### src/crc_pkg.sv
package crc_pkg;

  // Normal form, reflected inside the engine.
  localparam logic [31:0] CRC_POLY = 32'h04C1_1DB7;
  localparam logic [31:0] CRC_INIT = 32'hFFFF_FFFF;

  // Valid bytes minus one.
  typedef enum logic [2:0] {
    W1 = 3'd0,
    W2 = 3'd1,
    W3 = 3'd2,
    W4 = 3'd3,
    W5 = 3'd4,
    W6 = 3'd5,
    W7 = 3'd6,
    W8 = 3'd7
  } crc_width_e;

endpackage

### src/mac_pkg.sv
package mac_pkg;

  localparam int LANES      = 8; // Bytes per bus word.
  localparam int FIFO_DEPTH = 4;
  localparam int FIFO_AW    = 2;

  // One bus word, byte 0 in the low bits.
  typedef struct packed {
    logic                 valid;
    logic [LANES*8-1:0]   data;
    logic [LANES-1:0]     keep; // Contiguous from lane 0.
    logic                 last;
  } mac_word_t;

  // FIFO entry, fcs only meaningful on a last word.
  typedef struct packed {
    mac_word_t   word;
    logic [31:0] fcs;
  } fifo_entry_t;

endpackage
### src/mac_tx_fcs.sv
`timescale 1ns/1ps

module mac_tx_fcs (
  input  logic               clk,
  input  logic               arst_n,
  input  mac_pkg::mac_word_t din,
  output mac_pkg::mac_word_t out,
  output logic               overflow
);
  import mac_pkg::*;

  mac_word_t   crc_word;
  logic [31:0] crc_fcs;
  fifo_entry_t wr_entry;
  fifo_entry_t head;
  logic        fifo_empty;
  logic        fifo_pop;

  // Word and its FCS arrive in the same cycle.
  assign wr_entry = '{word: crc_word, fcs: crc_fcs};

  mac_hard_crc i_crc (
    .clk     (clk),
    .arst_n  (arst_n),
    .din     (din),
    .dout    (crc_word),
    .crc_out (crc_fcs)
  );

  frame_fifo i_fifo (
    .clk      (clk),
    .arst_n   (arst_n),
    .push     (crc_word.valid),
    .wdata    (wr_entry),
    .pop      (fifo_pop),
    .rdata    (head),
    .empty    (fifo_empty),
    .overflow (overflow)
  );

  fcs_append i_fcs (
    .clk    (clk),
    .arst_n (arst_n),
    .head   (head),
    .empty  (fifo_empty),
    .pop    (fifo_pop),
    .out    (out)
  );

endmodule

### src/fcs_append.sv
`timescale 1ns/1ps

module fcs_append (
  input  logic                 clk,
  input  logic                 arst_n,
  input  mac_pkg::fifo_entry_t head,
  input  logic                 empty,
  output logic                 pop,
  output mac_pkg::mac_word_t   out
);
  import mac_pkg::*;

  typedef enum logic [1:0] {IDLE, DATA, SPILL} state_e;

  state_e              state_q;
  state_e              state_d;
  logic [3:0]          nbytes;     // Valid bytes in the head word.
  logic [LANES*8-1:0]  lane_mask;
  logic [LANES*8+31:0] merged;     // Data with FCS behind it, spill in the top.
  logic [LANES+3:0]    ext_keep;
  logic                out_valid_q;
  logic                out_last_q;
  logic [LANES-1:0]    out_keep_q;
  logic [LANES*8-1:0]  out_data_q;
  logic [31:0]         spill_data_q;
  logic [3:0]          spill_keep_q;

  assign pop = !empty && (state_q != SPILL);

  always_comb begin
    nbytes    = '0;
    lane_mask = '0;
    for (int i = 0; i < LANES; i++) begin
      if (head.word.keep[i]) begin
        nbytes              = 4'(i + 1);
        lane_mask[8*i +: 8] = 8'hff;
      end
    end
    merged   = {32'b0, head.word.data & lane_mask}
             | ({{(LANES*8){1'b0}}, head.fcs} << (8 * nbytes));
    ext_keep = ((LANES+4)'(1) << (nbytes + 4'd4)) - (LANES+4)'(1);
  end

  always_comb begin
    state_d = state_q;
    if (pop) begin
      if (!head.word.last) state_d = DATA;
      else if (nbytes > 4'd4) state_d = SPILL; // FCS does not fit.
      else state_d = IDLE;
    end else if (state_q == SPILL) begin
      state_d = IDLE;
    end
  end

  always_ff @(posedge clk or negedge arst_n) begin
    if (!arst_n) begin
      state_q     <= IDLE;
      out_valid_q <= 1'b0;
      out_last_q  <= 1'b0;
      out_keep_q  <= '0;
    end else begin
      state_q <= state_d;
      if (state_q == SPILL) begin
        out_valid_q <= 1'b1;
        out_last_q  <= 1'b1;
        out_keep_q  <= {{(LANES-4){1'b0}}, spill_keep_q};
      end else if (pop) begin
        out_valid_q <= head.word.valid;
        if (head.word.last) begin
          out_last_q <= (nbytes <= 4'd4);
          out_keep_q <= ext_keep[LANES-1:0];
        end else begin
          out_last_q <= 1'b0;
          out_keep_q <= head.word.keep;
        end
      end else begin
        out_valid_q <= 1'b0;
        out_last_q  <= 1'b0;
        out_keep_q  <= '0;
      end
    end
  end

  always_ff @(posedge clk) begin
    if (state_q == SPILL) begin
      out_data_q <= {{(LANES*8-32){1'b0}}, spill_data_q};
    end else if (pop) begin
      out_data_q <= head.word.last ? merged[LANES*8-1:0] : head.word.data;
      if (head.word.last) begin
        spill_data_q <= merged[LANES*8 +: 32]; // Leftover FCS bytes.
        spill_keep_q <= ext_keep[LANES +: 4];
      end
    end
  end

  assign out = '{valid: out_valid_q, data: out_data_q, keep: out_keep_q, last: out_last_q};

endmodule

### src/frame_fifo.sv
`timescale 1ns/1ps

module frame_fifo (
  input  logic                 clk,
  input  logic                 arst_n,
  input  logic                 push,
  input  mac_pkg::fifo_entry_t wdata,
  input  logic                 pop,
  output mac_pkg::fifo_entry_t rdata,
  output logic                 empty,
  output logic                 overflow
);
  import mac_pkg::*;

  fifo_entry_t        mem [FIFO_DEPTH];
  logic [FIFO_AW-1:0] wr_ptr;
  logic [FIFO_AW-1:0] rd_ptr;
  logic [FIFO_AW:0]   count;
  logic               full;
  logic               do_push;
  logic               do_pop;

  assign full    = (count == (FIFO_AW+1)'(FIFO_DEPTH));
  assign empty   = (count == '0);
  assign do_pop  = pop && !empty;
  assign do_push = push && (!full || do_pop); // Full is fine if a pop frees a slot.
  assign rdata   = mem[rd_ptr];               // Combinational head.

  always_ff @(posedge clk) begin
    if (do_push) mem[wr_ptr] <= wdata;
  end

  always_ff @(posedge clk or negedge arst_n) begin
    if (!arst_n) begin
      wr_ptr   <= '0;
      rd_ptr   <= '0;
      count    <= '0;
      overflow <= 1'b0;
    end else begin
      if (do_push) wr_ptr <= wr_ptr + 1'b1;
      if (do_pop) rd_ptr <= rd_ptr + 1'b1;
      case ({do_push, do_pop})
        2'b10:   count <= count + 1'b1;
        2'b01:   count <= count - 1'b1;
        default: count <= count;
      endcase
      if (push && !do_push) overflow <= 1'b1; // Word dropped, sticky.
    end
  end

endmodule

### src/mac_hard_crc.sv
`timescale 1ns/1ps

module mac_hard_crc (
  input  logic               clk,
  input  logic               arst_n,
  input  mac_pkg::mac_word_t din,
  output mac_pkg::mac_word_t dout,
  output logic [31:0]        crc_out
);
  import mac_pkg::*;
  import crc_pkg::*;

  // Full reversal of the low size bits.
  function automatic logic [63:0] bit_reverse(input logic [63:0] value, input int size);
    logic [63:0] res;
    res = '0;
    for (int i = 0; i < size; i++) begin
      res[i] = value[size - 1 - i];
    end
    return res;
  endfunction

  // Bit order flipped inside each byte.
  function automatic logic [63:0] byte_reverse(input logic [63:0] value, input int size);
    logic [63:0] res;
    res = '0;
    for (int i = 0; i < size; i++) begin
      res[i] = value[(i / 8) * 8 + 7 - (i % 8)];
    end
    return res;
  endfunction

  logic [63:0]        crc_din;
  logic [31:0]        crc_value;
  crc_width_e         crc_width;
  logic               crc_valid;
  logic               sof_q;   // Next valid word opens a frame.
  logic               valid_q;
  logic [LANES*8-1:0] data_q;
  logic [LANES-1:0]   keep_q;
  logic               last_q;

  assign crc_din   = byte_reverse(bit_reverse(din.data, 64), 64); // Byte 0 to top lane.
  assign crc_valid = din.valid && din.keep[0];

  // Highest set lane wins.
  always_comb begin
    crc_width = W1;
    for (int i = 1; i < LANES; i++) begin
      if (din.keep[i]) crc_width = crc_width_e'(i);
    end
  end

  rx_crc64 i_crc (
    .clk        (clk),
    .arst_n     (arst_n),
    .init       (sof_q),
    .data       (crc_din),
    .data_valid (crc_valid),
    .width      (crc_width),
    .crc        (crc_value)
  );

  assign crc_out = ~32'(bit_reverse(byte_reverse({32'b0, crc_value}, 32), 32));

  always_ff @(posedge clk or negedge arst_n) begin
    if (!arst_n) begin
      sof_q   <= 1'b1;
      valid_q <= 1'b0;
    end else begin
      valid_q <= din.valid;
      if (din.valid) sof_q <= din.last;
    end
  end

  always_ff @(posedge clk) begin
    data_q <= din.data;
    keep_q <= din.keep;
    last_q <= din.last;
  end

  assign dout = '{valid: valid_q, data: data_q, keep: keep_q, last: last_q};

endmodule

### src/rx_crc64.sv
`timescale 1ns/1ps

module rx_crc64 (
  input  logic                clk,
  input  logic                arst_n,
  input  logic                init,
  input  logic [63:0]         data,
  input  logic                data_valid,
  input  crc_pkg::crc_width_e width,
  output logic [31:0]         crc
);
  import crc_pkg::*;

  function automatic logic [31:0] reflect32(input logic [31:0] value);
    logic [31:0] res;
    for (int i = 0; i < 32; i++) begin
      res[i] = value[31 - i];
    end
    return res;
  endfunction

  // Register holds the CRC in lane order, first byte high.
  function automatic logic [31:0] swap_bytes(input logic [31:0] value);
    return {value[7:0], value[15:8], value[23:16], value[31:24]};
  endfunction

  localparam logic [31:0] POLY_REFL = reflect32(CRC_POLY);

  logic [31:0] crc_q;
  logic [31:0] acc;
  logic [31:0] crc_next;

  // Bytes enter from the top lane down, LSB first within each byte.
  always_comb begin
    acc = swap_bytes(init ? CRC_INIT : crc_q); // Restart on frame start.
    for (int b = 0; b < 8; b++) begin
      if (b <= int'(width)) begin
        acc = acc ^ {24'b0, data[63 - 8*b -: 8]};
        for (int i = 0; i < 8; i++) begin
          acc = acc[0] ? ((acc >> 1) ^ POLY_REFL) : (acc >> 1);
        end
      end
    end
    crc_next = swap_bytes(acc);
  end

  always_ff @(posedge clk or negedge arst_n) begin
    if (!arst_n) begin
      crc_q <= CRC_INIT;
    end else if (data_valid) begin
      crc_q <= crc_next;
    end
  end

  assign crc = crc_q;

endmodule

### config.mk
export PLATFORM = sky130hd
export DESIGN_NAME = mac_tx_fcs
export DESIGN_NICKNAME = d
export VERILOG_FILES = /design/src/crc_pkg.sv /design/src/mac_pkg.sv /design/src/mac_tx_fcs.sv /design/src/fcs_append.sv /design/src/frame_fifo.sv /design/src/mac_hard_crc.sv /design/src/rx_crc64.sv
export SDC_FILE = /design/constraint.sdc
export NUM_CORES = 1
export LEC_CHECK = 0
export BUFFER_PORTS_ARGS = -buffer_cell sky130_fd_sc_hd__buf_2
export CAP_MARGIN = 10
export CORE_MARGIN = 3
export CORE_UTILIZATION = 65
export CTS_CLUSTER_DIAMETER = 150
export DETAILED_ROUTE_END_ITERATION = 12
export GPL_TIMING_DRIVEN = 0
export PLACE_DENSITY = 0.81
export SYNTH_ARGS = -nofsm -noshare
export SYNTH_HDL_FRONTEND = slang
export SYNTH_HIERARCHICAL = 1
export SYNTH_SLANG_ARGS = --single-unit
export TNS_END_PERCENT = 5
### constraint.sdc
create_clock -name clk -period 20.3 [get_ports clk]
set_clock_uncertainty 0.1 [all_clocks]
set_input_delay 1.015 -clock clk [delete_from_list [all_inputs] [get_ports clk]]
set_output_delay 1.015 -clock clk [all_outputs]
set_load 0.02 [all_outputs]
==> run summary, run 1 <==
Syn Std Cell Area -> 0.03700 sq mm
TritonCTS Sinks -> 651
Worst Setup Path Type -> in -> reg
Initial antenna violation count -> 7
Arrival time at the worst endpoint -> 13.03 ns
CTS resizes -> 0
DRC -> 0
Chip height -> 244.6 um
GR Overflow Total -> 0
Syn Area/Cell -> 12.60 sq um
Cell with the most instances on the worst path -> xnor2_2
GP Congestion -> 1.046
Final setup vio count -> 0
Fill count -> 3660
Yosys reg bits -> 651
Vias in the first global route -> 26800
TritonRoute pass-1 iters -> 7
First element of the critical path -> din[3]
Cell variety after synth -> 118
Period Utilization, post-route -> 0.6216
Setup crit end kind -> flip-flop
Final net count -> 3237
Worst-path fanout max -> 10
Startpoint class of the critical path -> input port
CTS tree -> built
First-pass GRT wire length -> 176900 um
Port Buffer Count -> 150
Total die area -> 0.05981 sq mm
Seq/Total Area, Yosys -> 0.4938
Status -> finished clean
R2r setup slk -> 8.39 ns
Worst slew pin tran -> 1.184 ns
Clock latency on the worst-skew pair -> 0.64 ns
Number of max-cap violations -> 0
Critical path's slowest cell -> o31ai_1
Slew Limit Fails -> 0
Layout cell share with drive strength beyond 1 -> 0.1818
Final ANT Viol Nets -> 0
Die Width -> 244.6 um
Setup Fix Bufs, Post-CTS -> 0
Bufs and invs on worst path -> 5
Final HPWL DP -> 90900 um
Htree depth -> 2
First DRT Iteration DRCs -> 3839
Reg2Reg Launch Point -> i_crc/sof_q
Cts bufs inserted -> 59
Clk root buf -> clkbuf_16
Hold_buf cts -> 0
Clock transition at path regs -> 0.07 ns
Core ar. -> 0.05574 sq mm
Initial Utilization -> 0.6637
Slew margin rel. -> 0.2107
Dominant synthesized flop cell -> edfxtp_1
Gate Count Post-Synth -> 2936
Via/cell ratio -> 6.874
Largest net degree at the start of global routing -> 57
DR WL/cell -> 30.75 um
Setup TNS -> 0 ns
Top delay family on crit path -> XOR/XNOR gates
RSZ-0062 raised after global routing -> false
Yosys warns -> 6
Total Routing Usage GR -> 0.4057
Worst hold path class -> in -> async
Fraction of registers with async set/reset -> 0.08295
Area growth syn-to-layout -> 10.38%
Final wirelength -> 121600 um
IO Pins -> 151
Post-synth EDFFs -> 492
Clock Tree Buf Depth -> 3
Final hold vios -> 0
Max Freq -> 79.24 MHz
Routed via count -> 27190
Minimum clock period -> 12.62 ns
Row cnt -> 86
Worst EP required -> 20.71 ns
Hold_ws -> 0.2963 ns
Slowest cell delay on critical path -> 0.86 ns
[final cells by class]
cell class                      count  area [sq um]  share of cell area
Clock inverter                     37         347.8            0.008518
Clock buffer                       75          1628             0.03986
Buffer                            171         782.0             0.01915
Inverter                           76         285.3            0.006986
Sequential cell                   651         18270              0.4474
Tap cell                          748         935.9             0.02292
Timing Repair Buffer              157         908.4             0.02224
Multi-Input combinational cell   2039         17680              0.4329
Antenna cell                        1         2.502          0.00006128
[per-layer routing]
layer  vias up  routed length, um  GRT usage
met2      2004              56870     0.6556
met4         6               9764     0.2565
met5         -                 31          0
met3       513              12330    0.07204
li1      11330                  -          -
met1     13330              42600     0.5113
[through the flow]
step,instance area [sq um],instances,setup WS (ns),util
final,40840,3955,7.681,0.7326
after global routing,40830,3954,7.189,0.7326
after CTS,40830,3954,8.164,0.7326
after detailed placement,38860,3842,7.569,0.6971
after global placement,38690,3835,7.632,0.6941
after floorplan,37000,2937,10.49,-
[logic make-up (layout without fill, tap and decap cells)]
family	after synthesis	in the layout	share of synthesized area
simple gates	676	676	0.08939
flops	651	651	0.4938
compound gates	587	587	0.1072
xor+xnor	584	584	0.1898
buf+inv	247	516	0.02885
mux	184	184	0.08858
fa+ha+maj	6	6	0.002232
other cells	1	3	0.0001014
[registers in the layout, summed over array words and instances (netlist names), 2 cells and up]
name                flops
i_crc/keep_q            8
i_fifo/count            3
i_crc/i_crc/crc        32
i_fcs/spill_data_q     32
i_fifo/rd_ptr           2
i_fcs/out_keep_q        8
i_fcs/state_q           2
i_fifo/mem            424
i_fcs/spill_keep_q      4
i_fcs/out_data_q       64
i_crc/data_q           64
i_fifo/wr_ptr           2
[placed cells by master (no fill, tap or decap), types with 55 or more instances in the layout]
cell       count
dfxtp_1      105
inv_1         73
clkbuf_1     103
nor2_1       231
mux2i_1       55
nand2_1      170
clkbuf_16     60
xnor3_1       75
xnor2_1      325
xor2_1       113
buf_2        198
o21ai_0      131
mux4_2       107
a21oi_1      139
edfxtp_1     492
[path summary, 6_finish.rpt]
kind,end,cells after the start
worst max-delay path,i_crc/i_crc/crc[11],31
worst min-delay path,i_fcs/out_keep_q[5],1
worst max register to register,i_crc/i_crc/crc[11],29
worst min register to register,i_fifo/mem[3][58],0
max in group asynchronous,i_crc/i_crc/crc[27],2
min in group clk,i_fifo/mem[3][58],0
[synthesized netlist by cell type (10+ instances only)]
library cell | n | area [sq um]
o211ai_1 | 17 | 127.6
a221oi_1 | 10 | 87.58
edfxtp_1 | 492 | 14770
o22ai_1 | 18 | 112.6
mux4_2 | 107 | 2410
nand2b_1 | 18 | 112.6
o21ai_1 | 16 | 80.08
or3_1 | 13 | 81.33
o21ai_0 | 131 | 655.6
nor3_1 | 45 | 225.2
clkbuf_1 | 95 | 356.6
o21a_1 | 11 | 82.58
nor2_1 | 232 | 870.8
a221o_1 | 20 | 200.2
xnor3_1 | 75 | 1689
buf_2 | 48 | 240.2
o211a_1 | 12 | 120.1
a21o_1 | 17 | 127.6
a211oi_1 | 17 | 127.6
and2_1 | 27 | 168.9
inv_1 | 73 | 274.0
xor2_1 | 113 | 989.7
dfxtp_1 | 105 | 2102
mux2_2 | 13 | 146.4
nand3_1 | 45 | 225.2
o221ai_1 | 19 | 166.4
a22oi_1 | 29 | 217.7
mux2i_1 | 55 | 550.5
a21oi_1 | 139 | 695.7
nor4_1 | 12 | 75.07
nand4_1 | 17 | 106.4
xor3_1 | 26 | 618.1
dfrtp_1 | 21 | 525.5
buf_4 | 13 | 97.59
and3_1 | 26 | 162.7
xnor2_1 | 325 | 2846
a31oi_1 | 25 | 156.4
nand2_1 | 170 | 638.1
a22o_1 | 13 | 113.9
buf_1 | 10 | 37.54
xnor2_2 | 25 | 406.6
dfstp_2 | 33 | 867.1
Power of run 1 is left out: the tool's default activity adds up to more than one toggle a clock period on the data nets, which glitch-free logic cannot reach.
==> run 2, diff against run 1 <==
CORE_UTILIZATION = 57   (was 65)
PLACE_DENSITY = 0.75   (was 0.81)
clock period = 10.6 ns   (was 20.3 ns; I/O delays follow)
==> run summary, run 2 (same netlist as run 1, synthesis figures left out) <==
Area growth syn-to-layout -> 14.48%
Initial Utilization -> 0.5812 (-0.08256)
Vias in the first global route -> 26460 (-1.3%)
First-pass GRT wire length -> 180000 um (+1.8%)
Worst hold path class -> in -> reg
Die Width -> 260.8 um (+6.6%)
Final hold vios -> 0 (unchanged)
Final wirelength -> 125000 um (+2.8%)
Slew Limit Fails -> 0 (unchanged)
Layout cell share with drive strength beyond 1 -> 0.2034 (+0.02155)
Cell with the most instances on the worst path -> xnor3_1
Clock transition at path regs -> 0.07 ns (about the same)
First DRT Iteration DRCs -> 3137 (-18%)
Storage cell area -> 0.01827 sq mm (unchanged)
Cts bufs inserted -> 60 (+1.7%)
Htree depth -> 2 (unchanged)
Pre-CTS setup slack -> -1.996 ns (-9.565 ns)
Startpoint class of the critical path -> flip-flop
Worst Setup Path Type -> reg -> reg
Chip height -> 260.8 um (+6.6%)
Via/cell ratio -> 6.455 (-6.1%)
Max reg flops -> 424 (unchanged)
Final net count -> 3330 (+2.9%)
Max Freq -> 95.29 MHz
Worst-path fanout max -> 10 (unchanged)
Largest net degree at the start of global routing -> 57 (unchanged)
Multi-input gate area -> 0.01808 sq mm (+2.3%)
Worst EP required -> 11.03 ns (-9.68 ns)
Biggest register -> i_fifo/mem
Bufs and invs on worst path -> 3 (-2)
Commonest non-fill, non-tap cell in the layout -> edfxtp_1
TritonRoute pass-1 iters -> 5 (-2)
Final ANT Viol Nets -> 0 (unchanged)
IO Pins -> 151 (unchanged)
Arrival time at the worst endpoint -> 10.93 ns (-2.10 ns)
TritonCTS Sinks -> 651 (unchanged)
Routed via count -> 26780 (-1.5%)
GP Congestion -> 1.030 (-1.5%)
Fill count -> 4653 (+27%)
Minimum clock period -> 10.49 ns
Port Buffer Count -> 150 (unchanged)
DR WL/cell -> 30.15 um (-2.0%)
Slew margin rel. -> 0.3064 (+0.09567)
Total Routing Usage GR -> 0.3670 (-0.03874)
Final WS setup -> 0.1058 ns (-7.575 ns)
Slowest cell delay on critical path -> 0.82 ns (-0.04 ns)
Final setup vio count -> 0 (unchanged)
Number of max-cap violations -> 0 (unchanged)
Top flop regs -> i_fifo/mem x424, i_crc/data_q x64, i_fcs/out_data_q x64
DRC -> 0 (unchanged)
Initial antenna violation count -> 7 (unchanged)
Core ar. -> 0.06366 sq mm (+14%)
Clock latency on the worst-skew pair -> 0.63 ns (about the same)
Clock Tree Buf Depth -> 3 (unchanged)
Worst slew pin tran -> 1.030 ns (-0.1544 ns)
GR Overflow Total -> 0 (unchanged)
Period Utilization, post-route -> 0.9900
Status -> finished clean
Most frequent cells in the layout -> edfxtp_1, xnor2_1, nor2_1, buf_2, nand2_1
Setup crit end kind -> flip-flop
Clk root buf -> clkbuf_16
Final HPWL DP -> 94270 um (+3.7%)
RSZ-0062 raised after global routing -> true
Row cnt -> 92 (+7.0%)
Top delay family on crit path -> XOR/XNOR gates
Critical path's slowest cell -> o21ai_0
CTS tree -> built
Total die area -> 0.06800 sq mm (+14%)
## run 2: cell types whose count changed in the layout (fill, tap and decap cells not counted), sizes merged
cell,change
clkinvlp,-2
buf,+47
bufinv,+1
inv,-2
clkinv,-9
dlygate4sd3,+47
diode,+2
clkbuf,+11
## run 2: layout make-up
cell class                      instances  share of cell area
Inverter                               76            0.006736
Multi-Input combinational cell       2039              0.4269
Timing Repair Buffer                  251             0.04384
Buffer                                169             0.01835
Sequential cell                       651              0.4313
Clock buffer                           88             0.04083
Clock inverter                         25            0.006824
Tap cell                              846             0.02499
Antenna cell                            3           0.0001773
## run 2: repair_timing
item	4_1_cts	5_1_grt
hold buffers	47	0
setup buffers	12	30
hold endpoints to repair	66	0
gates resized for setup	26	41
endpoints found under the setup margin	30	28
pin swaps	4	12
## run 2: routing by layer
| layer | track usage | routed length, um | vias up |
|---|---|---|---|
| met5 | 0 | 41 | - |
| met4 | 0.2200 | 9214 | 6 |
| met3 | 0.04871 | 9348 | 392 |
| met2 | 0.6063 | 59650 | 1543 |
| met1 | 0.4639 | 46790 | 13290 |
| li1 | - | - | 11540 |
## run 2: final timing paths
check | cells after the start | to | start | slack, ns
worst min-delay path | 1 | i_crc/data_q[18] | din[27] | 0.03
worst max-delay path | 28 | i_crc/i_crc/crc[10] | i_crc/sof_q | 0.11
min in group asynchronous | 2 | i_fcs/out_keep_q[2] | arst_n | 0.34
max in group asynchronous | 3 | i_crc/i_crc/crc[17] | arst_n | 9.39
worst max register to register | 28 | i_crc/i_crc/crc[10] | i_crc/sof_q | 0.11
worst min register to register | 0 | i_fifo/mem[0][33] | i_crc/keep_q[0] | 0.37
## run 2: worst reg2reg max path, delay by kind of cell, from the launching register on
kind	cells	cell delay, ns
AND/OR/NAND/NOR	4	0.72
buffers and inverters	3	0.75
multiplexers	2	0.62
XOR/XNOR	12	5.43
flip-flops	1	0.62
AO/OA/AOI/OAI	7	2.14
## run 2: per-stage QoR
step	util	TNS [ns]	instances	area, sq um	hold slack [ns]
after global placement	0.6097	-36.02	3933	38810	0.3333
after floorplan	-	0	2937	37000	0.1344
after detailed placement	0.6140	-39.53	3943	39080	0.3639
after global routing	0.6652	-0.02098	4145	42350	0.001127
after CTS	0.6570	-0.1475	4114	41820	0.0002482
final	0.6653	0	4148	42350	0.02886
Power of run 2 is left out for the same reason.
